File: config.mk
export PLATFORM = sky130hd
export DESIGN_NAME = alu_result_merge
export DESIGN_NICKNAME = d
export VERILOG_FILES = /design/src/logic/alu_op_pkg.sv /design/src/logic/alu_result_pkg.sv /design/src/logic/alu_result_merge.sv
export VERILOG_INCLUDE_DIRS = /design/src /design/src/include
export SDC_FILE = /design/constraint.sdc
export NUM_CORES = 1
export LEC_CHECK = 0
export BUFFER_PORTS_ARGS = -buffer_cell sky130_fd_sc_hd__clkbuf_2
export CAP_MARGIN = 15
export CORE_UTILIZATION = 42
export CTS_BUF_LIST = sky130_fd_sc_hd__clkbuf_16
export DETAILED_ROUTE_END_ITERATION = 6
export PLACE_DENSITY = 0.86
export SLEW_MARGIN = 25
export SYNTH_ARGS = -nofsm -noshare
export SYNTH_HDL_FRONTEND = slang
export SYNTH_SLANG_ARGS = --single-unit
File: constraint.sdc
create_clock -name clk -period 4.7 [get_ports clk]
set_clock_uncertainty 0.1 [all_clocks]
set_input_delay 0.94 -clock clk [delete_from_list [all_inputs] [get_ports clk]]
set_output_delay 0.94 -clock clk [all_outputs]
set_load 0.01 [all_outputs]
File: src/include/alu_params.svh
`ifndef ALU_PARAMS_SVH
`define ALU_PARAMS_SVH

// Hardware threads, one execute lane each
`define ALU_NUM_THREADS 4

// Operand and result width
`define ALU_DATA_W 32

// One quotient bit per divider iteration
`define ALU_DIV_STEPS 32

`endif
File: src/logic/alu_op_pkg.sv
`include "alu_params.svh"

package alu_op_pkg;

	typedef logic [4:0]                          alu_ctl_t;
	typedef logic [`ALU_DATA_W-1:0]              alu_word_t;
	typedef logic [$clog2(`ALU_NUM_THREADS)-1:0] thread_id_t;
	typedef logic [$clog2(`ALU_DIV_STEPS)-1:0]   div_cnt_t;

	localparam alu_ctl_t CTL_AND    = 5'd0;
	localparam alu_ctl_t CTL_OR     = 5'd1;
	localparam alu_ctl_t CTL_XOR    = 5'd2;
	localparam alu_ctl_t CTL_ADDU   = 5'd3;
	localparam alu_ctl_t CTL_SUBU   = 5'd4;
	localparam alu_ctl_t CTL_SLTU   = 5'd5;
	localparam alu_ctl_t CTL_SLT    = 5'd6;
	localparam alu_ctl_t CTL_MULTU  = 5'd7;
	localparam alu_ctl_t CTL_MULT   = 5'd8;
	localparam alu_ctl_t CTL_SLL    = 5'd9;
	localparam alu_ctl_t CTL_SLLV   = 5'd10;
	localparam alu_ctl_t CTL_SRA    = 5'd11;
	localparam alu_ctl_t CTL_SRL    = 5'd12;
	localparam alu_ctl_t CTL_SRAV   = 5'd13;
	localparam alu_ctl_t CTL_SRLV   = 5'd14;
	localparam alu_ctl_t CTL_DIV    = 5'd15;
	localparam alu_ctl_t CTL_DIVU   = 5'd16;
	localparam alu_ctl_t CTL_MFHI   = 5'd17;
	localparam alu_ctl_t CTL_MFLO   = 5'd18;
	localparam alu_ctl_t CTL_BLTZ   = 5'd19;
	localparam alu_ctl_t CTL_BLTZAL = 5'd20;
	localparam alu_ctl_t CTL_BGTZ   = 5'd21;
	localparam alu_ctl_t CTL_BEQ    = 5'd22;  // Compares a against zero
	localparam alu_ctl_t CTL_BNE    = 5'd23;
	localparam alu_ctl_t CTL_LUI    = 5'd24;
	localparam alu_ctl_t CTL_JR     = 5'd25;

	typedef struct packed {
		alu_ctl_t  ctl;
		alu_word_t a;
		alu_word_t b;
		logic      is_div;  // Set by dispatch for DIV and DIVU
	} alu_issue_t;

	typedef enum logic [1:0] {
		LANE_IDLE,
		LANE_DIV,
		LANE_DONE
	} lane_state_t;

endpackage

File: src/logic/alu_result_pkg.sv
package alu_result_pkg;

	// hi sits in the upper half so a 64-bit product maps straight on
	typedef struct packed {
		alu_op_pkg::alu_word_t hi;
		alu_op_pkg::alu_word_t lo;
	} hilo_t;

	typedef struct packed {
		alu_op_pkg::alu_word_t y;
		logic                  zero;
	} lane_result_t;

endpackage

File: src/logic/alu_result_merge.sv
`include "alu_params.svh"

module alu_result_merge (
	input  logic                          clk,
	input  logic                          rst_n,
	input  logic [`ALU_NUM_THREADS-1:0]   done,
	input  alu_result_pkg::lane_result_t  result [`ALU_NUM_THREADS],
	output logic [`ALU_NUM_THREADS-1:0]   take,
	output logic                          out_valid,
	output alu_op_pkg::thread_id_t        out_thread,
	output alu_op_pkg::alu_word_t         out_y,
	output logic                          out_zero
);
	import alu_op_pkg::*;
	import alu_result_pkg::*;

	thread_id_t last;       // Last lane served
	thread_id_t grant_id;
	logic       found;

	// Search starts one past the last grant
	always_comb begin
		thread_id_t idx;
		grant_id = last;
		found    = 1'b0;
		for (int i = 1; i <= `ALU_NUM_THREADS; i++) begin
			idx = thread_id_t'(int'(last) + i);
			if (!found && done[idx]) begin
				found    = 1'b1;
				grant_id = idx;
			end
		end
	end

	always_comb begin
		take = '0;
		if (found)
			take[grant_id] = 1'b1;
	end

	always_ff @(posedge clk or negedge rst_n) begin
		if (!rst_n) begin
			out_valid <= 1'b0;
			last      <= thread_id_t'(`ALU_NUM_THREADS - 1);  // Thread 0 first
		end else begin
			out_valid <= found;
			if (found)
				last <= grant_id;
		end
	end

	always_ff @(posedge clk) begin
		if (found) begin
			out_thread <= grant_id;
			out_y      <= result[grant_id].y;
			out_zero   <= result[grant_id].zero;
		end
	end

endmodule

After elaboration in Yosys (flattened, before gate mapping)
Index checks and enable logic that the tools add are counted.
Storage, ports and cells
  bits in registers: 38
  logic and storage cells: 46
  input port bits: 138
  output and inout port bits: 40
Cells by class
  mux-type cells: 22
  bitwise operators: 1
  $lt $le $gt $ge: 7
  $add $sub $neg: 4
  reductions and logical operators: 7
Operator list (count)
  33-bit binary-select mux with 2-bit select: 1
  33-bit two-way mux: 2
  2-bit by 3-bit < comparator with 1-bit output, second input constant: 5
  1-bit two-way mux: 9
  1-bit binary-select mux with 2-bit select: 4
  2-bit two-way mux: 4
  2-bit by 1-bit adder with 2-bit output, second input constant: 2
  2-bit adder, second input constant: 2
  1-bit logical AND: 4
  4-bit two-way mux: 1
  3-bit >= comparator, second input constant: 1
  1-bit logical NOT: 3
  2-bit NOT with 3-bit output: 1
  1-bit demux with 2-bit select: 1
  2-bit by 1-bit >= comparator with 1-bit output, second input constant: 1

Depth between registers and ports, before layout
Gate-level depths: netlist of run 1.
  word-level depth: 18
  gate-level depth with buffers: 9
  depth with buffers taken out: 6

Worst setup path before layout of run 1
No wires, ideal clock.
  kind: in2out
  from: input port done[0]
  to: output port take[2]
  path slack: 1439 ps
  stages on the path: 7
  data arrival time: 2221 ps
  path buffers: 3
  cell sequence: o21ai_0 > a21oi_1 > or3_1 > buf_2 > buf_2 > buf_2 > nor3_1
Between the ends
  word-level cells in the longest chain between the ends: 17
  elaborated cells between the ends (all ways): 28
RTL lines
  from (decl): RTL line alu_result_merge.sv:6  | input logic [`ALU_NUM_THREADS-1:0] done,
  1-bit binary-select mux with 2-bit select: RTL line alu_result_merge.sv:28  | if (!found && done[idx]) begin
  1-bit two-way mux (not written as such): RTL line alu_result_merge.sv:28
  1-bit two-way mux: RTL line alu_result_merge.sv:28
  1-bit logical NOT: RTL line alu_result_merge.sv:28
  1-bit logical AND: RTL line alu_result_merge.sv:28
  1-bit two-way mux: RTL line alu_result_merge.sv:28
  1-bit logical NOT: RTL line alu_result_merge.sv:28
  1-bit logical AND: RTL line alu_result_merge.sv:28
  1-bit two-way mux: RTL line alu_result_merge.sv:28
  1-bit logical NOT: RTL line alu_result_merge.sv:28
  1-bit logical AND: RTL line alu_result_merge.sv:28
  2-bit two-way mux: RTL line alu_result_merge.sv:28
  2-bit by 3-bit < comparator with 1-bit output (not written as such) or 2-bit by 1-bit >= comparator with 1-bit output (tied branches): RTL line alu_result_merge.sv:38  | take[grant_id] = 1'b1;
  1-bit logical AND (not written as such): RTL line alu_result_merge.sv:38
  1-bit two-way mux (not written as such): RTL line alu_result_merge.sv:38
  1-bit demux with 2-bit select: RTL line alu_result_merge.sv:38
  4-bit two-way mux (*): RTL line alu_result_merge.sv:37  | if (found)
  to (decl): RTL line alu_result_merge.sv:8  | output logic [`ALU_NUM_THREADS-1:0] take,
Every way passes the cells marked *; elsewhere a longest branch is shown, timed or not. The select of a mux whose other input is x is not followed.

Final worst setup path of run 1
  from: input port done[2]
  to: output port take[1]
The elaborated chain is that of the path after synthesis.

==> summary.txt, run 1 <==
Critical path
  – Reg-to-reg startpoint: last[0]
  – Class of the most critical setup path: input pin to primary output
  – WP data arrival: 3.06 ns
  – Most frequent cell on the critical path: clkbuf_2
  – Worst path slowest cell: clkinv_2
  – Worst-path fanout max: 38
  – Worst Setup End Kind: primary output
  – Worst Path Required: 3.66 ns
  – Critical path launch point type: input pin
  – R2r setup slk: 1.66 ns
  – CP Cell Sequence: clkbuf_2 -> or2_2 -> a21oi_1 -> or3_2 -> clkinv_2 -> nor3_1 -> clkbuf_2
  – FF-to-FF path depth: 7
  – Slowest stage delay, CP: 0.57 ns
  – Critical R2R Capture: out_y[1]

Power and ir drop
  – Pleak: 1.60 nW
  – Max VDD drop: 0.331 mV
  – PD cells: 640 mW/mm^2
  – Tot Pwr: 2.07 mW

Floorplanning
  – Die W: 74.2 um
  – Std-Cell Rows: 25
  – Die ar.: 0.00551 sq mm
  – IO Pins: 178
  – Die H: 74.2 um
  – Core Area: 0.00488 sq mm
  – Starting Density: 44.9%

Global routing
  – Largest net degree at the start of global routing: 39
  – Total grt overflow: 0
  – Antenna violations before repair: 0
  – First-pass GRT wire length: 8.88 mm
  – GRT Total Usage: 21.7%
  – Vias in the first global route: 2087

Timing
  – Slew headroom: 50.4%
  – RSZ-0062 raised after global routing: no
  – Worst Tran Pin Value: 0.738 ns
  – Min Tclk post-route: 4.10 ns
  – Setup violators final: 0
  – Final period util: 87.3%
  – Pins Over Slew Limit: 0
  – Setup TNS: 0 ns
  – Maximum clock frequency: 0.244 GHz
  – Final Hold Viols: 0

Synthesis
  – Post-synthesis cell area: 0.00219 sq mm
  – Mean Syn Cell Area: 8.79 sq um
  – Ys Warns: 0
  – Mapped Nets: 387
  – Cell variety after synth: 19
  – Sequential area share after synthesis: 51.5%
  – Seq cells post-synth: 38
  – Post-Syn Instances: 249

CTS
  – CTS tree: built
  – Clock transition at path regs: 0.05 ns
  – Clk sinks: 38
  – PostCTS Resize Cnt: 0
  – Setup Fix Bufs, Post-CTS: 0
  – Skew-Pair Late Insertion Delay: 0.27 ns
  – H-tree levels: 2
  – Clock buffer depth: 2
  – TritonCTS Buffers: 5
  – Root buf cell: clkbuf_16
  – Hold_buf cts: 0

Finish
  – Share of cells above drive strength 1: 46.5%
  – Area Growth Syn to Fin: 47.7%
  – Antenna Diode Count: 0
  – Final nets: 554
  – FILL cells: 413

Job
  – Max_cap viols: 0

Drt
  – WL per Instance: 13.0 um
  – DRC Markers: 0
  – Initial DRC count: 71
  – DRT Pass-1 Iters: 4
  – DRT Wirelength: 6.29 mm
  – Final ANT Viol Nets: 0
  – Vias: 2486
  – Routed vias/inst: 5.14

Placed design
  – Hpwl dp: 4.88 mm
  – IO Port Bufs: 177
  – RD Place Congestion: 0.776

Min path
  – Hold Path Class: input pin to async pin

Outcome
  – Result of the run: finished, final reports clean
==> registers in the layout (all words and copies together), names as in the netlist <==
register and count:
out_y 32, out_thread 2, last 2, out_zero 1
out_valid 1
==> through the flow <==
stage,utilization (%),area (sq um),instances,worst slack [ns],hold WS [ns]
after floorplan,-,2190,249,1.44,0.544
after global placement,63.5,3100,476,0.675,0.638
after detailed placement,63.5,3100,476,0.629,0.641
after CTS,66.3,3230,484,0.632,0.350
after global routing,66.3,3230,484,0.401,0.350
final,66.3,3230,484,0.599,0.354
==> how the worst max path moves through the flow <==
stage | start | endpoint | slack, ns | depth (start not counted)
after detailed placement | done[2] | take[1] | 0.63 | 7
final | done[2] | take[1] | 0.60 | 7
after global placement | done[2] | take[1] | 0.67 | 7
after floorplan | done[0] | take[2] | 1.44 | 7
after CTS | done[2] | take[1] | 0.63 | 7
after global routing | done[2] | take[0] | 0.40 | 7
==> layer usage <==
layer	global-route usage, %	wire [um]	up-vias
met2	41.5	3160	126
li1	-	-	1237
met3	5.69	538	10
met5	0	0	-
met1	22.0	2470	1113
met4	9.19	121	0
==> where the power goes <==
part	switching (mW)	leakage, nW	internal [mW]
Sequential	0.0522	0.395	0.620
Clock	0.116	0.0724	0.191
Combinational	0.684	1.13	0.407
==> area by class of cell <==
| type | instances | area [sq um] | area share [%] |
|---|---|---|---|
| Inverter | 6 | 23.8 | 0.735 |
| Clock inverter | 3 | 12.5 | 0.387 |
| Multi-Input combinational cell | 183 | 937 | 29.0 |
| Sequential cell | 38 | 1130 | 34.9 |
| Clock buffer | 5 | 125 | 3.87 |
| Timing Repair Buffer | 182 | 923 | 28.5 |
| Tap cell | 67 | 83.8 | 2.59 |
==> cell families (layout without fill, tap and decap cells) <==
kind of cell,count (synthesis),count (layout),synth area share (%)
AOI/OAI and AO/OA,72,72,22.5
buffers and inverters,28,196,6.06
DFF,38,38,51.5
and+or+nand+nor,111,111,19.9
==> synth_stat cells, drive strengths merged <==
cell,instances,area [sq um]
clkinv,1,5.00
or2,1,6.26
nor4,1,6.26
nor2,1,3.75
o21ai,2,10.0
dfstp,2,52.6
a21oi,36,180
a211oi,1,12.5
nor3,4,20.0
buf,11,67.6
edfxtp,35,1050
dfrtp,1,25.0
clkbuf,11,41.3
or3,1,6.26
nand2,100,375
inv,5,18.8
nand2b,3,18.8
a32oi,33,289
==> cell usage in the layout, fill, tap and decap left out <==
| cell type | n |
|---|---|
| a211oi_4 | 1 |
| a21oi_1 | 36 |
| a32oi_1 | 33 |
| buf_4 | 5 |
| clkbuf_16 | 5 |
| clkbuf_2 | 177 |
| clkinv_1 | 1 |
| clkinv_2 | 2 |
| dfrtp_1 | 1 |
| dfstp_2 | 2 |
| edfxtp_1 | 35 |
| inv_1 | 6 |
| nand2_1 | 100 |
| nand2b_1 | 3 |
| nor2_1 | 1 |
| nor3_1 | 4 |
| nor4_1 | 1 |
| o21ai_0 | 2 |
| or2_2 | 1 |
| or3_2 | 1 |
==> worst max-delay path: cells and delay by family <==
family / cells / cell delay (ns)
AO/OA/AOI/OAI: 1 / 0.14
buffers and inverters: 3 / 0.84
AND/OR/NAND/NOR: 3 / 1.13
Note: power is estimated with default switching activity, not from simulation.
==> run 2, diff against run 1 <==
ABC_AREA = 1   (was not set)
BUFFER_PORTS_ARGS = -buffer_cell sky130_fd_sc_hd__buf_4   (was -buffer_cell sky130_fd_sc_hd__clkbuf_2)
CORE_UTILIZATION = 45   (was 42)
PLACE_DENSITY = 0.81   (was 0.86)
clock period = 4.77 ns   (was 4.7 ns; I/O delays follow)
==> summary.txt, run 2 <==
Outcome
  – Result of the run: finished, final reports clean

Floorplanning
  – Die H: 85.9 um
  – Core Area: 0.00679 sq mm
  – Die ar.: 0.00737 sq mm
  – Std-Cell Rows: 30
  – IO Pins: 178
  – Die W: 85.9 um
  – Starting Density: 46.6%

Finish
  – Commonest non-fill, non-tap cells in the layout: buf_4 (181), nand3_1 (140), nand2_1 (103)
  – Top reg by flops: out_y
  – Final nets: 767
  – Antenna Diode Count: 0
  – Max reg flops: 32
  – FILL cells: 607
  – Share of cells above drive strength 1: 32.7%
  – Largest registers: out_y: 32 flops, last: 2 flops, out_thread: 2 flops
  – Non-filler instance count after layout: 726
  – Area Growth Syn to Fin: 45.7%
  – Most common cell after layout, fill and taps aside: buf_4
  – Core Util, Final: 67.9%

Synthesis
  – Mapped Nets: 609
  – Synth top area cells: edfxtp_1 (33%), nand3_1 (22%), nand2_1 (12%), inv_1 (12%), nand3b_1 (7.8%)
  – Top cells by count, synth: nand3_1 (140), nand2_1 (104), inv_1 (101)
  – Area leader, netlist: edfxtp_1
  – Post-Syn Instances: 471
  – Sequential area share after synthesis: 35.7%
  – Ys Warns: 0
  – Async SR Flop Fraction: 7.89%
  – Top FF cell, synth: edfxtp_1
  – Most instantiated library cell after synthesis: nand3_1
  – Post-synthesis cell area: 0.00316 sq mm
  – Cell variety after synth: 19
  – Yosys top cell area share: 33.2%
  – Seq cells post-synth: 38
  – Mean Syn Cell Area: 6.72 sq um
  – Post-synth EDFFs: 35

Global routing
  – M2 GR Usage: 45.7%
  – Largest net degree at the start of global routing: 52
  – GRT Total Usage: 24.9%
  – Grt peak-use layer: met2
  – Met1 GRT Util: 30.7%
  – Antenna violations before repair: 0
  – Vias in the first global route: 3226
  – Met3 Track Usage GR: 4.14%
  – Total grt overflow: 0
  – First-pass GRT wire length: 14.7 mm

Drt
  – WL per Instance: 13.1 um
  – Routed vias/inst: 4.98
  – Initial DRC count: 256
  – DRT Pass-1 Iters: 5
  – DRC Markers: 0
  – Final ANT Viol Nets: 0
  – Vias: 3618
  – DRT Wirelength: 9.51 mm

CTS
  – H-tree levels: 2
  – Hold_buf cts: 0
  – Skew-Pair Late Insertion Delay: 0.27 ns
  – Clock buffer depth: 2
  – CTS tree: built
  – Clk sinks: 38
  – PostCTS Resize Cnt: 0
  – Root buf cell: clkbuf_16
  – Setup Fix Bufs, Post-CTS: 0
  – TritonCTS Buffers: 5
  – Clock transition at path regs: 0.05 ns

Timing
  – RSZ-0062 raised after global routing: no
  – Setup TNS: 0 ns
  – Pins Over Slew Limit: 0
  – Final period util: 78.6%
  – Worst Tran Pin Value: 0.720 ns
  – Hold slack: 0.361 ns
  – Final Hold Viols: 0
  – Slew headroom: 51.9%
  – Min Tclk post-route: 3.75 ns
  – Setup violators final: 0
  – Maximum clock frequency: 0.267 GHz

Critical path
  – Worst Setup End Kind: primary output
  – WP depth: 11
  – Worst-path fanout max: 36
  – Class of the most critical setup path: flop to primary output
  – Number of buffers and inverters on the critical path: 3
  – Worst path slowest cell: dfstp_2
  – Worst Path Required: 3.72 ns
  – Slowest stage delay, CP: 0.67 ns
  – WP data arrival: 2.69 ns
  – CP Cell Sequence: inv_2 -> nand2_1 -> nand2_1 -> nand2_2 -> nand2_2 -> inv_2 -> nand3_2 -> nand3_1 -> nand2_2 -> nor2_1 -> buf_4
  – Critical path launch point type: flop
  – FF-to-FF path depth: 12
  – Most frequent cell on the critical path: nand2_2
  – Family with the most delay on the worst path: simple AND/OR/NAND/NOR gates

Placed design
  – IO Port Bufs: 177
  – Placed insts: 718
  – RD Place Congestion: 0.806
  – Hpwl dp: 6.94 mm

Power and ir drop
  – Pleak: 2.64 nW
  – PD cells: 839 mW/mm^2
  – Max VDD drop: 0.563 mV

Min path
  – Hold Path Class: input pin to async pin

Job
  – Max_cap viols: 0
[run 2: cell types whose count changed in the layout (fill, tap and decap cells not counted), sizes merged, moves of 33 or more]
| cell | delta |
|---|---|
| nand3 | +143 |
| buf | +176 |
| inv | +100 |
| nand3b | +33 |
| a32oi | -33 |
| clkbuf | -177 |
| a21oi | -36 |
[run 2: cell type report]
cell class	instances	area (sq um)	share of cell area, %
inverter	105	394	8.55
clock buffer	5	125	2.71
sequential	38	1130	24.5
multi-input combinational	298	1470	31.9
clock inverter	3	13.8	0.299
timing repair buffer	181	1360	29.5
tap	96	120	2.61
[run 2: worst paths after layout]
check	to	slack (ns)	from
setup / recovery	take[1]	1.02	last[0]
hold / removal	out_valid	0.36	rst_n
setup reg to reg	out_y[6]	1.81	last[0]
hold reg to reg	last[1]	0.65	last[1]
max in group asynchronous	last[0]	4.02	rst_n
min in group clk	last[1]	0.65	last[1]
[run 2: per-stage QoR]
stage / setup WS [ns] / power [mW] / cell area (sq um)
detailed placement: 1.08 / 3.57 / 4470
finish: 1.02 / 3.87 / 4610
floorplan: 0.752 / 2.85 / 3160
global route: 0.786 / 4.19 / 4610
CTS: 1.03 / 3.88 / 4610
global placement: 1.17 / 3.47 / 4470
[run 2: worst reg2reg max path, delay by kind of cell (launching register included)]
family                 cells  cell delay, ns
buffers and inverters      3            0.61
flip-flops                 1            0.67
AND/OR/NAND/NOR            9            1.32
[run 2: cell families after synthesis]
logic type	share of synthesized area (%)
DFF	35.7
AOI/OAI and AO/OA	0.554
buffers and inverters	18.0
and+or+nand+nor	45.8
[run 2: power by group]
| part | total (mW) | internal, mW | leakage, nW | switching (mW) |
|---|---|---|---|---|
| logic | 2.73 | 0.950 | 2.17 | 1.78 |
| clock network | 0.311 | 0.190 | 0.0748 | 0.122 |
| registers | 0.830 | 0.759 | 0.396 | 0.0711 |
| total | 3.87 | 1.90 | 2.64 | 1.97 |
[run 2: routing by layer]
metal  up-vias  share of wire, %
li1       1816                 -
met1      1608                39
met2       184                52
met3        10               8.2
met4         0               1.2
met5         -                 0
