File: src/include/alu_params.svh
`ifndef ALU_PARAMS_SVH
`define ALU_PARAMS_SVH

// Hardware threads, one execute lane each
`define ALU_NUM_THREADS 4

// Operand and result width
`define ALU_DATA_W 32

// One quotient bit per divider iteration
`define ALU_DIV_STEPS 32

`endif
File: src/logic/alu_op_pkg.sv
`include "alu_params.svh"

package alu_op_pkg;

	typedef logic [4:0]                          alu_ctl_t;
	typedef logic [`ALU_DATA_W-1:0]              alu_word_t;
	typedef logic [$clog2(`ALU_NUM_THREADS)-1:0] thread_id_t;
	typedef logic [$clog2(`ALU_DIV_STEPS)-1:0]   div_cnt_t;

	localparam alu_ctl_t CTL_AND    = 5'd0;
	localparam alu_ctl_t CTL_OR     = 5'd1;
	localparam alu_ctl_t CTL_XOR    = 5'd2;
	localparam alu_ctl_t CTL_ADDU   = 5'd3;
	localparam alu_ctl_t CTL_SUBU   = 5'd4;
	localparam alu_ctl_t CTL_SLTU   = 5'd5;
	localparam alu_ctl_t CTL_SLT    = 5'd6;
	localparam alu_ctl_t CTL_MULTU  = 5'd7;
	localparam alu_ctl_t CTL_MULT   = 5'd8;
	localparam alu_ctl_t CTL_SLL    = 5'd9;
	localparam alu_ctl_t CTL_SLLV   = 5'd10;
	localparam alu_ctl_t CTL_SRA    = 5'd11;
	localparam alu_ctl_t CTL_SRL    = 5'd12;
	localparam alu_ctl_t CTL_SRAV   = 5'd13;
	localparam alu_ctl_t CTL_SRLV   = 5'd14;
	localparam alu_ctl_t CTL_DIV    = 5'd15;
	localparam alu_ctl_t CTL_DIVU   = 5'd16;
	localparam alu_ctl_t CTL_MFHI   = 5'd17;
	localparam alu_ctl_t CTL_MFLO   = 5'd18;
	localparam alu_ctl_t CTL_BLTZ   = 5'd19;
	localparam alu_ctl_t CTL_BLTZAL = 5'd20;
	localparam alu_ctl_t CTL_BGTZ   = 5'd21;
	localparam alu_ctl_t CTL_BEQ    = 5'd22;  // Compares a against zero
	localparam alu_ctl_t CTL_BNE    = 5'd23;
	localparam alu_ctl_t CTL_LUI    = 5'd24;
	localparam alu_ctl_t CTL_JR     = 5'd25;

	typedef struct packed {
		alu_ctl_t  ctl;
		alu_word_t a;
		alu_word_t b;
		logic      is_div;  // Set by dispatch for DIV and DIVU
	} alu_issue_t;

	typedef enum logic [1:0] {
		LANE_IDLE,
		LANE_DIV,
		LANE_DONE
	} lane_state_t;

endpackage

File: src/logic/alu_dispatch.sv
`include "alu_params.svh"

module alu_dispatch (
	input  logic                         clk,
	input  logic                         rst_n,
	input  logic                         in_valid,
	input  alu_op_pkg::alu_word_t        in_instr,
	input  alu_op_pkg::thread_id_t       in_thread,
	input  alu_op_pkg::alu_word_t        in_rs,
	input  alu_op_pkg::alu_word_t        in_rt,
	input  logic [`ALU_NUM_THREADS-1:0]  lane_busy,
	output logic [`ALU_NUM_THREADS-1:0]  issue_valid,
	output alu_op_pkg::alu_issue_t       issue_op,
	output logic                         in_reject
);
	import alu_op_pkg::*;

	localparam logic [5:0] OP_RTYPE  = 6'h00;
	localparam logic [5:0] OP_REGIMM = 6'h01;
	localparam logic [5:0] OP_BEQ    = 6'h04;
	localparam logic [5:0] OP_BNE    = 6'h05;
	localparam logic [5:0] OP_BGTZ   = 6'h07;
	localparam logic [5:0] OP_LUI    = 6'h0f;

	logic [5:0]                   opcode;
	logic [5:0]                   funct;
	logic [4:0]                   rt_field;
	alu_ctl_t                     ctl;
	alu_word_t                    b_sel;
	logic [`ALU_NUM_THREADS-1:0]  blocked;

	assign opcode   = in_instr[31:26];
	assign funct    = in_instr[5:0];
	assign rt_field = in_instr[20:16];

	// A lane issued last cycle has not raised busy yet
	assign blocked = lane_busy | issue_valid;

	always_comb begin
		ctl = CTL_AND;  // Unknown encodings
		case (opcode)
			OP_RTYPE: begin
				case (funct)
					6'h00: ctl = CTL_SLL;
					6'h02: ctl = CTL_SRL;
					6'h03: ctl = CTL_SRA;
					6'h04: ctl = CTL_SLLV;
					6'h06: ctl = CTL_SRLV;
					6'h07: ctl = CTL_SRAV;
					6'h08: ctl = CTL_JR;
					6'h10: ctl = CTL_MFHI;
					6'h12: ctl = CTL_MFLO;
					6'h18: ctl = CTL_MULT;
					6'h19: ctl = CTL_MULTU;
					6'h1a: ctl = CTL_DIV;
					6'h1b: ctl = CTL_DIVU;
					6'h21: ctl = CTL_ADDU;
					6'h23: ctl = CTL_SUBU;
					6'h24: ctl = CTL_AND;
					6'h25: ctl = CTL_OR;
					6'h26: ctl = CTL_XOR;
					6'h2a: ctl = CTL_SLT;
					6'h2b: ctl = CTL_SLTU;
					default: ctl = CTL_AND;
				endcase
			end
			OP_REGIMM: begin
				if (rt_field == 5'h10)
					ctl = CTL_BLTZAL;
				else if (rt_field == 5'h00)
					ctl = CTL_BLTZ;
			end
			OP_BEQ:  ctl = CTL_BEQ;
			OP_BNE:  ctl = CTL_BNE;
			OP_BGTZ: ctl = CTL_BGTZ;
			OP_LUI:  ctl = CTL_LUI;
			default: ctl = CTL_AND;
		endcase
	end

	always_comb begin
		case (ctl)
			CTL_SLL, CTL_SRL, CTL_SRA: b_sel = in_instr;  // Core reads sa from b[10:6]
			CTL_LUI: b_sel = {{(`ALU_DATA_W-16){1'b0}}, in_instr[15:0]};
			default: b_sel = in_rt;
		endcase
	end

	always_ff @(posedge clk or negedge rst_n) begin
		if (!rst_n) begin
			issue_valid <= '0;
			in_reject   <= 1'b0;
		end else begin
			issue_valid <= '0;
			in_reject   <= 1'b0;
			if (in_valid) begin
				if (blocked[in_thread])
					in_reject <= 1'b1;
				else
					issue_valid[in_thread] <= 1'b1;
			end
		end
	end

	always_ff @(posedge clk) begin
		if (in_valid)
			issue_op <= '{ctl: ctl, a: in_rs, b: b_sel,
				is_div: (ctl == CTL_DIV) || (ctl == CTL_DIVU)};
	end

endmodule

File: config.mk
export PLATFORM = sky130hd
export DESIGN_NAME = alu_dispatch
export DESIGN_NICKNAME = d
export VERILOG_FILES = /design/src/logic/alu_op_pkg.sv /design/src/logic/alu_dispatch.sv
export VERILOG_INCLUDE_DIRS = /design/src /design/src/include
export SDC_FILE = /design/constraint.sdc
export NUM_CORES = 1
export LEC_CHECK = 0
export ABC_AREA = 0
export BUFFER_PORTS_ARGS = -buffer_cell sky130_fd_sc_hd__buf_2
export CAP_MARGIN = 15
export CORE_UTILIZATION = 45
export DETAILED_ROUTE_END_ITERATION = 6
export PLACE_DENSITY = 0.8
export SLEW_MARGIN = 10
export SYNTH_ARGS = -nofsm -noshare
export SYNTH_HDL_FRONTEND = slang
export SYNTH_SLANG_ARGS = --single-unit
File: constraint.sdc
create_clock -name clk -period 1.8 [get_ports clk]
set_input_delay 0.36 -clock clk [delete_from_list [all_inputs] [get_ports clk]]
set_output_delay 0.36 -clock clk [all_outputs]
set_load 0.1 [all_outputs]
# After elaboration in Yosys (flattened, before gate mapping)
# Memory sizes are Yosys's and may differ from the RTL's.
# Index checks and enable logic that the tools add are counted.
# op_classes
n_lt_le_gt_ge	2
n_eq_ne	12
muxes	12
n_bitwise	1
n_reduce_logical	5
# op_table
cell	n
$pmux 32 s2	1
$pmux 5 s6	1
$eq 5x4->1 const B	4
$eq 6x3->1 const B	3
$eq 5x5->1 const B	3
$mux 5	2
$mux 4	2
$eq 6x1->1 const B	1
$eq 6x4->1 const B	1
$logic_not 6->1	1
$logic_not 5->1	1
$mux 1	4
$or 4x4->4	1
$lt 2x3->1 const B	1
$reduce_or 3->1	1
$bmux 1 s2	1
$demux 1 s2	1
$ge 2x1->1 const B	1
$logic_and 1x1->1	1
$logic_or 1x1->1	1
# word_totals
ff_bits	75
romBits	320
input_bits	105
wordCells	39
memories	1
# memory_table
memory	words	width	rd	rd_ports_with_merged_regs	wr	line_no	source
(name not given)	64	5	1	0	0	alu_dispatch.sv:43	case (funct)

# Logic depth before layout (Yosys ltp)
# Gate-level depths: netlist of the first run.
# depth
depth_word	7
mapped_depth	10

# Worst setup path after synthesis of the first run
# OpenSTA, ideal clock, no wires.
# synth_timing
path_kind	in2reg
start	in in_instr[27]
end	reg issue_op[10] (netlist name) (data pin)
setup_time_ps	260
arrival_time_ps	2521
required_ps	1540
setup_slack_ps	-981
cell_stages	8
n_path_buf	1
cell_sequence	or4_4 -> or4_4 -> nor3_2 -> nor3_1 -> xor2_1 -> a21oi_4 -> buf_6 -> mux2_4
# synth_between
elab_chain_cells	5
elab_cells_between_ends	13
classes_between	9 x eq/ne; 2 x mux; 2 x reduce/logical
# synth_lines
item	line_no	source
from (decl)	alu_dispatch.sv:7	input alu_op_pkg::alu_word_t in_instr,
$eq 6x4->1 (tied with other cells)	alu_dispatch.sv:41	case (opcode)
$pmux 5 s6 *	alu_dispatch.sv:41	
$eq 5x4->1	alu_dispatch.sv:82	case (ctl)
$reduce_or 3->1	alu_dispatch.sv:82	
$pmux 32 s2 *	alu_dispatch.sv:82	
net b_sel[9]	alu_dispatch.sv:29	alu_word_t b_sel;
to (signal assigned)	alu_dispatch.sv:107	issue_op <= '{ctl: ctl, a: in_rs, b: b_sel,
to (decl)	alu_dispatch.sv:13	output alu_op_pkg::alu_issue_t issue_op,
# The timed path passes the listed nets; every way through them passes the cells marked *.
# A chain may end at the register's enable or synchronous reset.

# Worst setup path in the final report of the first run
# layout_timing
start	in in_instr[27]
end	reg issue_op[5] (netlist name) (data pin)
# Same word-level chain as after synthesis.

==> results.py, run 1 <==
metrics = {
    "run_status": {
        "status": "finished, violations left",
        "failed_checks": "setup timing",
    },
    "placed_design": {
        "place_congestion": 0.8546,
        "hpwl_um": 6626,
        "post-place-ws_ns": -1.133,
        "portBuffers": 179,
    },
    "power": {
        "leakage_nw": 2.293,
        "power_mw": 4.622,
        "peakVddDrop_uv": 404.6,
        "p_per_area_mw_per_mm2": 933.1,
    },
    "floorplan": {
        "start_util_pct": 46.25,
        "fp.coreArea_mm2": 0.007214,
        "pin_count": 180,
        "dieArea_mm2": 0.007763,
        "fp-row-count": 31,
        "die_x_um": 88.11,
        "die_h_um": 88.11,
    },
    "worst_setup_path": {
        "cp_max_fo": 20,
        "worstPathRequired_ns": 1.89,
        "arrival_ns": 2.67,
        "crit_type": "input port to register",
        "start_kind": "input port",
        "end_kind": "register",
    },
    "drt": {
        "vias": 2729,
        "drtIter0Drc": 164,
        "routed_wl_um": 8743,
        "ant_nets": 0,
        "vias_per_cell": 5.007,
        "drt-wirelength-per-cell_um": 16.04,
        "dr.pass1.iters": 4,
        "drc": 0,
    },
    "sta": {
        "setup_viol": 33,
        "holdWs_ns": 0.1902,
        "layout_min_cycle_time_ns": 2.578,
        "setup_slack_ns": -0.7785,
        "slew_headroom_pct": 50.80,
        "maxSlewViolCount": 0,
        "final.period_utilization_pct": 143.2,
        "finalClockSkew_ns": 0.001154,
        "max_freq_ghz": 0.3878,
        "worst_pin_slew_ns": 0.7278,
        "tns_ns": -22.49,
        "rsz0062_at_grt": "yes",
        "finalHoldViolCount": 0,
    },
    "cts": {
        "cts_buffer_depth": 2,
        "cts_tree": "yes",
        "cts_num_sinks": 75,
        "cts-root-buf": "clkbuf_8",
        "htreeDepth": 3,
        "cts_made_buffers": 9,
        "clock_latency_ns": 0.34,
        "clk_pin_slew_ns": 0.08,
    },
    "global_routing": {
        "grt_max_degree": 76,
        "grt_pass1_vias": 2574,
        "globalRouteOverflowTotal": 0,
        "grt_pass1_wl_um": 12560,
        "antenna_found_initial": 0,
        "track_usage_pct": 21.96,
    },
    "final_layout": {
        "drive_gt1_share_pct": 60.76,
        "antenna_cells": 0,
        "final_nets": 553,
        "areaGrowthSynthToFinish_pct": 48.44,
    },
    "synth": {
        "yosys_warnings": 0,
        "ys_ff_latch": 75,
        "avgSynthCellArea_um2": 15.67,
        "synth_edf_count": 70,
        "ys_seq_area_share_pct": 66.74,
        "synth_flop_cell": "edfxtp_1",
        "synth.cell_area_mm2": 0.003337,
        "ys_async_sr_fraction_pct": 6.667,
        "syn_inst": 213,
        "synth_cell_type_count": 48,
        "syn_nets": 325,
    },
    "worst_hold_path": {
        "holdCritPathClass": "input port to register",
    },
    "run": {
        "maxCapViolCount": 0,
    },
}
==> synthesized netlist by cell type (2+ instances only) <==
cell / count / area share, %
inv_1: 6 / 0.67
nand3_1: 3 / 0.45
nand2b_1: 3 / 0.56
edfxtp_1: 70 / 63
a211oi_1: 4 / 0.90
o21ai_0: 2 / 0.30
nand2_1: 6 / 0.67
o22ai_1: 2 / 0.37
mux2_4: 14 / 6.3
and2_1: 7 / 1.3
a22o_1: 10 / 2.6
and3b_1: 2 / 0.53
a21oi_1: 8 / 1.2
ha_1: 7 / 2.6
o2bb2ai_1: 2 / 0.53
o211ai_1: 2 / 0.45
nor2b_1: 3 / 0.56
dfrtp_1: 5 / 3.7
nor4_1: 3 / 0.56
clkbuf_1: 4 / 0.45
buf_6: 2 / 0.67
a31oi_1: 3 / 0.56
mux2i_1: 3 / 0.90
nor3_1: 4 / 0.60
mux2_2: 3 / 1.0
nor2_1: 10 / 1.1
or4_4: 2 / 0.67
nor3b_1: 2 / 0.45
buf_2: 2 / 0.30
==> routing by layer <==
layer,part of all wire (%),wire [µm],track usage (%),vias to the layer above
met5,0,0,0,-
met4,1.9,164,9.091,0
met3,8.2,715,7.446,15
met2,54,4757,39.75,104
met1,36,3104,23.38,1317
li1,-,-,-,1293
==> metrics by stage <==
step | util (%) | cells | instance area [µm²]
6_report | 68.66 | 545 | 4954
5_1_grt | 68.66 | 545 | 4954
3_5_place_dp | 64.74 | 523 | 4671
3_3_place_gp | 64.74 | 523 | 4671
2_1_floorplan | - | 213 | 3348
4_1_cts | 67.59 | 541 | 4876
==> sequential cells by signal (all words and copies together) (netlist names) <==
signal / cells
issue_op: 70
in_reject: 1
issue_valid: 4
==> area by class of cell <==
class                           count  area, µm²
Inverter                            6      22.52
Clock buffer                       10      127.6
Multi-Input combinational cell    124       1102
Timing Repair Buffer              225       1318
Tap cell                           99      123.9
Clock inverter                      6      32.53
Sequential cell                    75       2227
Fill cell                         549       2261
==> worst paths after layout <==
| kind | startpoint | to | slack [ns] | cells past startpoint |
|---|---|---|---|---|
| setup / recovery | in_instr[27] | issue_op[5]$_DFFE_PP_ | -0.78 | 9 |
| max in group asynchronous | rst_n | in_reject$_DFF_PN0_ | 1.31 | 2 |
| setup reg to reg | issue_valid[3]$_DFF_PN0_ | in_reject$_DFF_PN0_ | 0.80 | 4 |
| min in group asynchronous | rst_n | issue_valid[3]$_DFF_PN0_ | 0.36 | 2 |
| hold reg to reg | issue_valid[2]$_DFF_PN0_ | issue_valid[2]$_DFF_PN0_ | 0.47 | 1 |
| hold / removal | lane_busy[2] | issue_valid[2]$_DFF_PN0_ | 0.19 | 2 |
==> power breakdown <==
| part | total [mW] | switching (mW) | internal (mW) |
|---|---|---|---|
| Combinational | 1.47 | 1.17 | 0.300 |
| Clock | 1.07 | 0.584 | 0.486 |
| Sequential | 2.08 | 0.0331 | 2.05 |
| Total | 4.62 | 1.79 | 2.83 |
==> layout by cell type, fill, tap and decap left out, types with 3 or more instances in the layout <==
cell type  netlist  routed
nor2b_1          3       3
a22o_1          10      10
nor3_1           4       3
edfxtp_1        70      70
a21oi_1          8       8
a31oi_1          3       3
dfrtp_1          5       5
nand3_1          3       3
mux2i_1          3       3
inv_1            6       5
nand2b_1         3       3
nor2_1          10      10
clkbuf_8         0       9
nand2_1          6       6
ha_1             7       5
a211oi_1         4       3
buf_2            2     178
nor4_1           3       3
buf_12           0       4
buf_4            0      40
and2_1           7       7
mux2_4          14      16
==> cell families after synthesis <==
family / synth area share [%]
flops: 66.74
buf+inv: 2.100
simple gates: 10.57
fa+ha+maj: 2.625
mux: 8.211
compound gates: 9.487
xor+xnor: 0.2625
==> repair_timing <==
| item | CTS | global route |
|---|---|---|
| setup buffers | 1 | 4 |
| cloned | 0 | 1 |
| endpoints found under the hold margin | 5 | 0 |
| hold buffers | 1 | 0 |
| endpoints found under the setup margin | 33 | 34 |
| pin swaps | 1 | 3 |
| resized for setup | 7 | 6 |
==> critical path: stages <==
cell      delay, ns
buf_6          0.09
or4_4          0.52
or4_4          0.47
nor3_4         0.17
a211oi_2       0.06
and4_4         0.25
a21oi_4        0.23
buf_12         0.20
mux2_4         0.31
No activity file was read; power rests on OpenSTA's default activity.
==> run 2, diff against run 1 <==
--- a/config.mk
+++ b/config.mk
@@ -11,2 +11,3 @@
 export CAP_MARGIN = 15
+export CORE_ASPECT_RATIO = 0.6
 export CORE_UTILIZATION = 45
==> constraint.sdc (replaced) <==
create_clock -name clk -period 1.8 [get_ports clk]
set_input_delay 0.09 -clock clk [delete_from_list [all_inputs] [get_ports clk]]
set_output_delay 0.09 -clock clk [all_outputs]
set_load 0.1 [all_outputs]
==> run 2 against run 1 <==
Against the previous run:
- the run still ends with setup timing left
- cell area grew 9.9%
- via count is 8.9% higher
- critical path depth is the same
- clock power is 51% higher
- non-clock buffer count up 39
- global-route usage up 6.2 points
- final cell count up 5.0%
- core utilization rose by 10 points
- worst hold slack got worse by 0.17 ns
- maximum frequency up 12%
- clock skew up 0.0049 ns
- critical endpoint is now issue_op[4]$_DFFE_PP_
- largest cell class unchanged
- largest power group unchanged
==> results.py, run 2 (synthesis gave the netlist of run 1 again) <==
metrics = {
    "drt": {
        "drtIter0Drc": 280,
        "drt-wirelength-per-cell_um": 19.21,
        "drc": 0,
        "dr.pass1.iters": 5,
        "vias_per_cell": 5.196,
        "vias": 2972,
        "ant_nets": 0,
        "routed_wl_um": 10990,
    },
    "cts": {
        "cts_tree": "yes",
        "cts_made_buffers": 9,
        "cts_buffer_depth": 2,
        "cts-root-buf": "clkbuf_16",
        "clock_latency_ns": 0.33,
        "clk_pin_slew_ns": 0.06,
        "htreeDepth": 3,
        "cts_num_sinks": 75,
    },
    "final_layout": {
        "final_cell_mix": "177 x buf_2, 70 x edfxtp_1, 43 x buf_4",
        "reg_top3": "issue_op x70, issue_valid x4, in_reject x1",
        "drive_gt1_share_pct": 58.14,
        "antenna_cells": 0,
        "largest_reg_flops": 70,
        "areaGrowthSynthToFinish_pct": 63.07,
        "regMostFlops": "issue_op",
        "layout_commonest_cell": "buf_2",
        "instances_no_fill": 572,
        "final_nets": 592,
    },
    "sta": {
        "worst_pin_slew_ns": 0.5929,
        "finalHoldViolCount": 0,
        "layout_min_cycle_time_ns": 2.299,
        "final.period_utilization_pct": 127.7,
        "slew_headroom_pct": 59.92,
        "setup_viol": 33,
        "finalClockSkew_ns": 0.006083,
        "max_freq_ghz": 0.4349,
        "rsz0062_at_grt": "yes",
        "maxSlewViolCount": 0,
        "setup_slack_ns": -0.4994,
        "tns_ns": -14.54,
    },
    "worst_setup_path": {
        "crit_chain": "buf_6 > or4_4 > or4_4 > nor3_4 > a211oi_2 > and4_4 > a21oi_4 > buf_12 > mux2_4",
        "slowest_delay_ns": 0.53,
        "r2r_cells": 4,
        "cpMostUsedCell": "or4_4",
        "cp_max_fo": 11,
        "start_kind": "input port",
        "arrival_ns": 2.38,
        "r2r-start": "issue_valid[2]$_DFF_PN0_",
        "timing.rr.end": "in_reject$_DFF_PN0_",
        "crit_type": "input port to register",
        "end_kind": "register",
        "worstPathRequired_ns": 1.88,
        "reg2reg_slack_ns": 0.85,
        "critPathSlowestCell": "or4_4",
    },
    "floorplan": {
        "dieArea_mm2": 0.007775,
        "pin_count": 180,
        "fp-row-count": 23,
        "die_h_um": 68.71,
        "die_x_um": 113.2,
        "fp.coreArea_mm2": 0.006907,
        "start_util_pct": 48.32,
    },
    "global_routing": {
        "track_usage_pct": 28.12,
        "antenna_found_initial": 0,
        "grt_max_degree": 37,
        "globalRouteOverflowTotal": 0,
        "grt_pass1_wl_um": 15500,
        "grt_pass1_vias": 2958,
    },
    "run": {
        "maxCapViolCount": 0,
    },
    "worst_hold_path": {
        "hold_end": "issue_valid[2]$_DFF_PN0_",
        "whs_path_depth": 2,
        "hold_start": "in_thread[0]",
        "holdCritPathClass": "input port to register",
    },
    "power": {
        "peakVddDrop_uv": 668.9,
        "power_mw": 5.279,
        "p_per_area_mw_per_mm2": 970.1,
        "leakage_nw": 2.505,
    },
    "placed_design": {
        "place_congestion": 0.8297,
        "post-place-ws_ns": -0.8525,
        "portBuffers": 179,
        "hpwl_um": 6815,
        "dpl.cell_count": 513,
    },
    "run_status": {
        "status": "finished, violations left",
        "failed_checks": "setup timing",
    },
}
-- run 2: changes by cell type in the layout (fill, tap and decap cells not counted), sizes merged --
cell / change
clkbuf: -1
clkinvlp: -1
dlygate4sd3: +35
inv: +1
buf: +5
-- run 2: layout make-up --
cell class	instances	area [µm²]
Sequential cell	75	2227
Timing Repair Buffer	264	1698
Fill cell	430	1465
Multi-Input combinational cell	124	1116
Clock buffer	10	229.0
Tap cell	87	108.9
Clock inverter	6	40.04
Inverter	6	22.52
-- run 2: worst max-delay path by stage --
stage                 startpoint                      to  slack, ns  depth (start not counted)
CTS                 in_instr[27]  issue_op[18]$_DFFE_PP_      -0.49                         10
floorplan           in_instr[27]  issue_op[10]$_DFFE_PP_      -0.64                          8
detailed placement  in_instr[27]   issue_op[7]$_DFFE_PP_      -0.85                          9
global placement    in_instr[27]   issue_op[2]$_DFFE_PP_      -0.77                          9
global route        in_instr[27]  issue_op[18]$_DFFE_PP_      -0.55                         10
finish              in_instr[27]   issue_op[4]$_DFFE_PP_      -0.50                          9
-- run 2: what timing repair did --
| item | 4_1_cts | 5_1_grt |
|---|---|---|
| resized for setup | 13 | 9 |
| endpoints found under the setup margin | 33 | 33 |
| cloned | 1 | 0 |
| pin swaps | 2 | 2 |
| hold buffers | 36 | 0 |
| buffers inserted | 5 | 2 |
| endpoints found under the hold margin | 40 | 0 |
-- run 2: metal layers --
metal / track usage (%) / part of all wire (%) / vias to the layer above
met5: 0 / 0 / -
met4: 10.53 / 2.0 / 0
met3: 9.790 / 8.8 / 19
met2: 51.38 / 52 / 169
met1: 31.26 / 37 / 1407
li1: - / - / 1377
-- run 2: where the power goes --
group | leakage (nW) | internal [mW] | total [mW] | switching [mW]
Clock | 0.133 | 0.932 | 1.62 | 0.692
Sequential | 0.751 | 2.05 | 2.09 | 0.0389
Combinational | 1.62 | 0.356 | 1.56 | 1.21
Total | 2.51 | 3.34 | 5.28 | 1.94
-- run 2: worst max-delay path: cells and delay by family --
| kind | cells | cell delay [ns] |
|---|---|---|
| multiplexers | 1 | 0.31 |
| buffers and inverters | 2 | 0.28 |
| AND/OR/NAND/NOR | 4 | 1.42 |
| AO/OA/AOI/OAI | 2 | 0.27 |
-- run 2: through the flow --
step                hold WS (ns)  cell area, µm²  utilization [%]
detailed placement      -0.07867            4671            67.63
floorplan                -0.2056            3348                -
finish                   0.01815            5441            78.79
CTS                     0.008045            5424            78.53
global placement        -0.09061            4671            67.63
global route             0.02980            5441            78.79
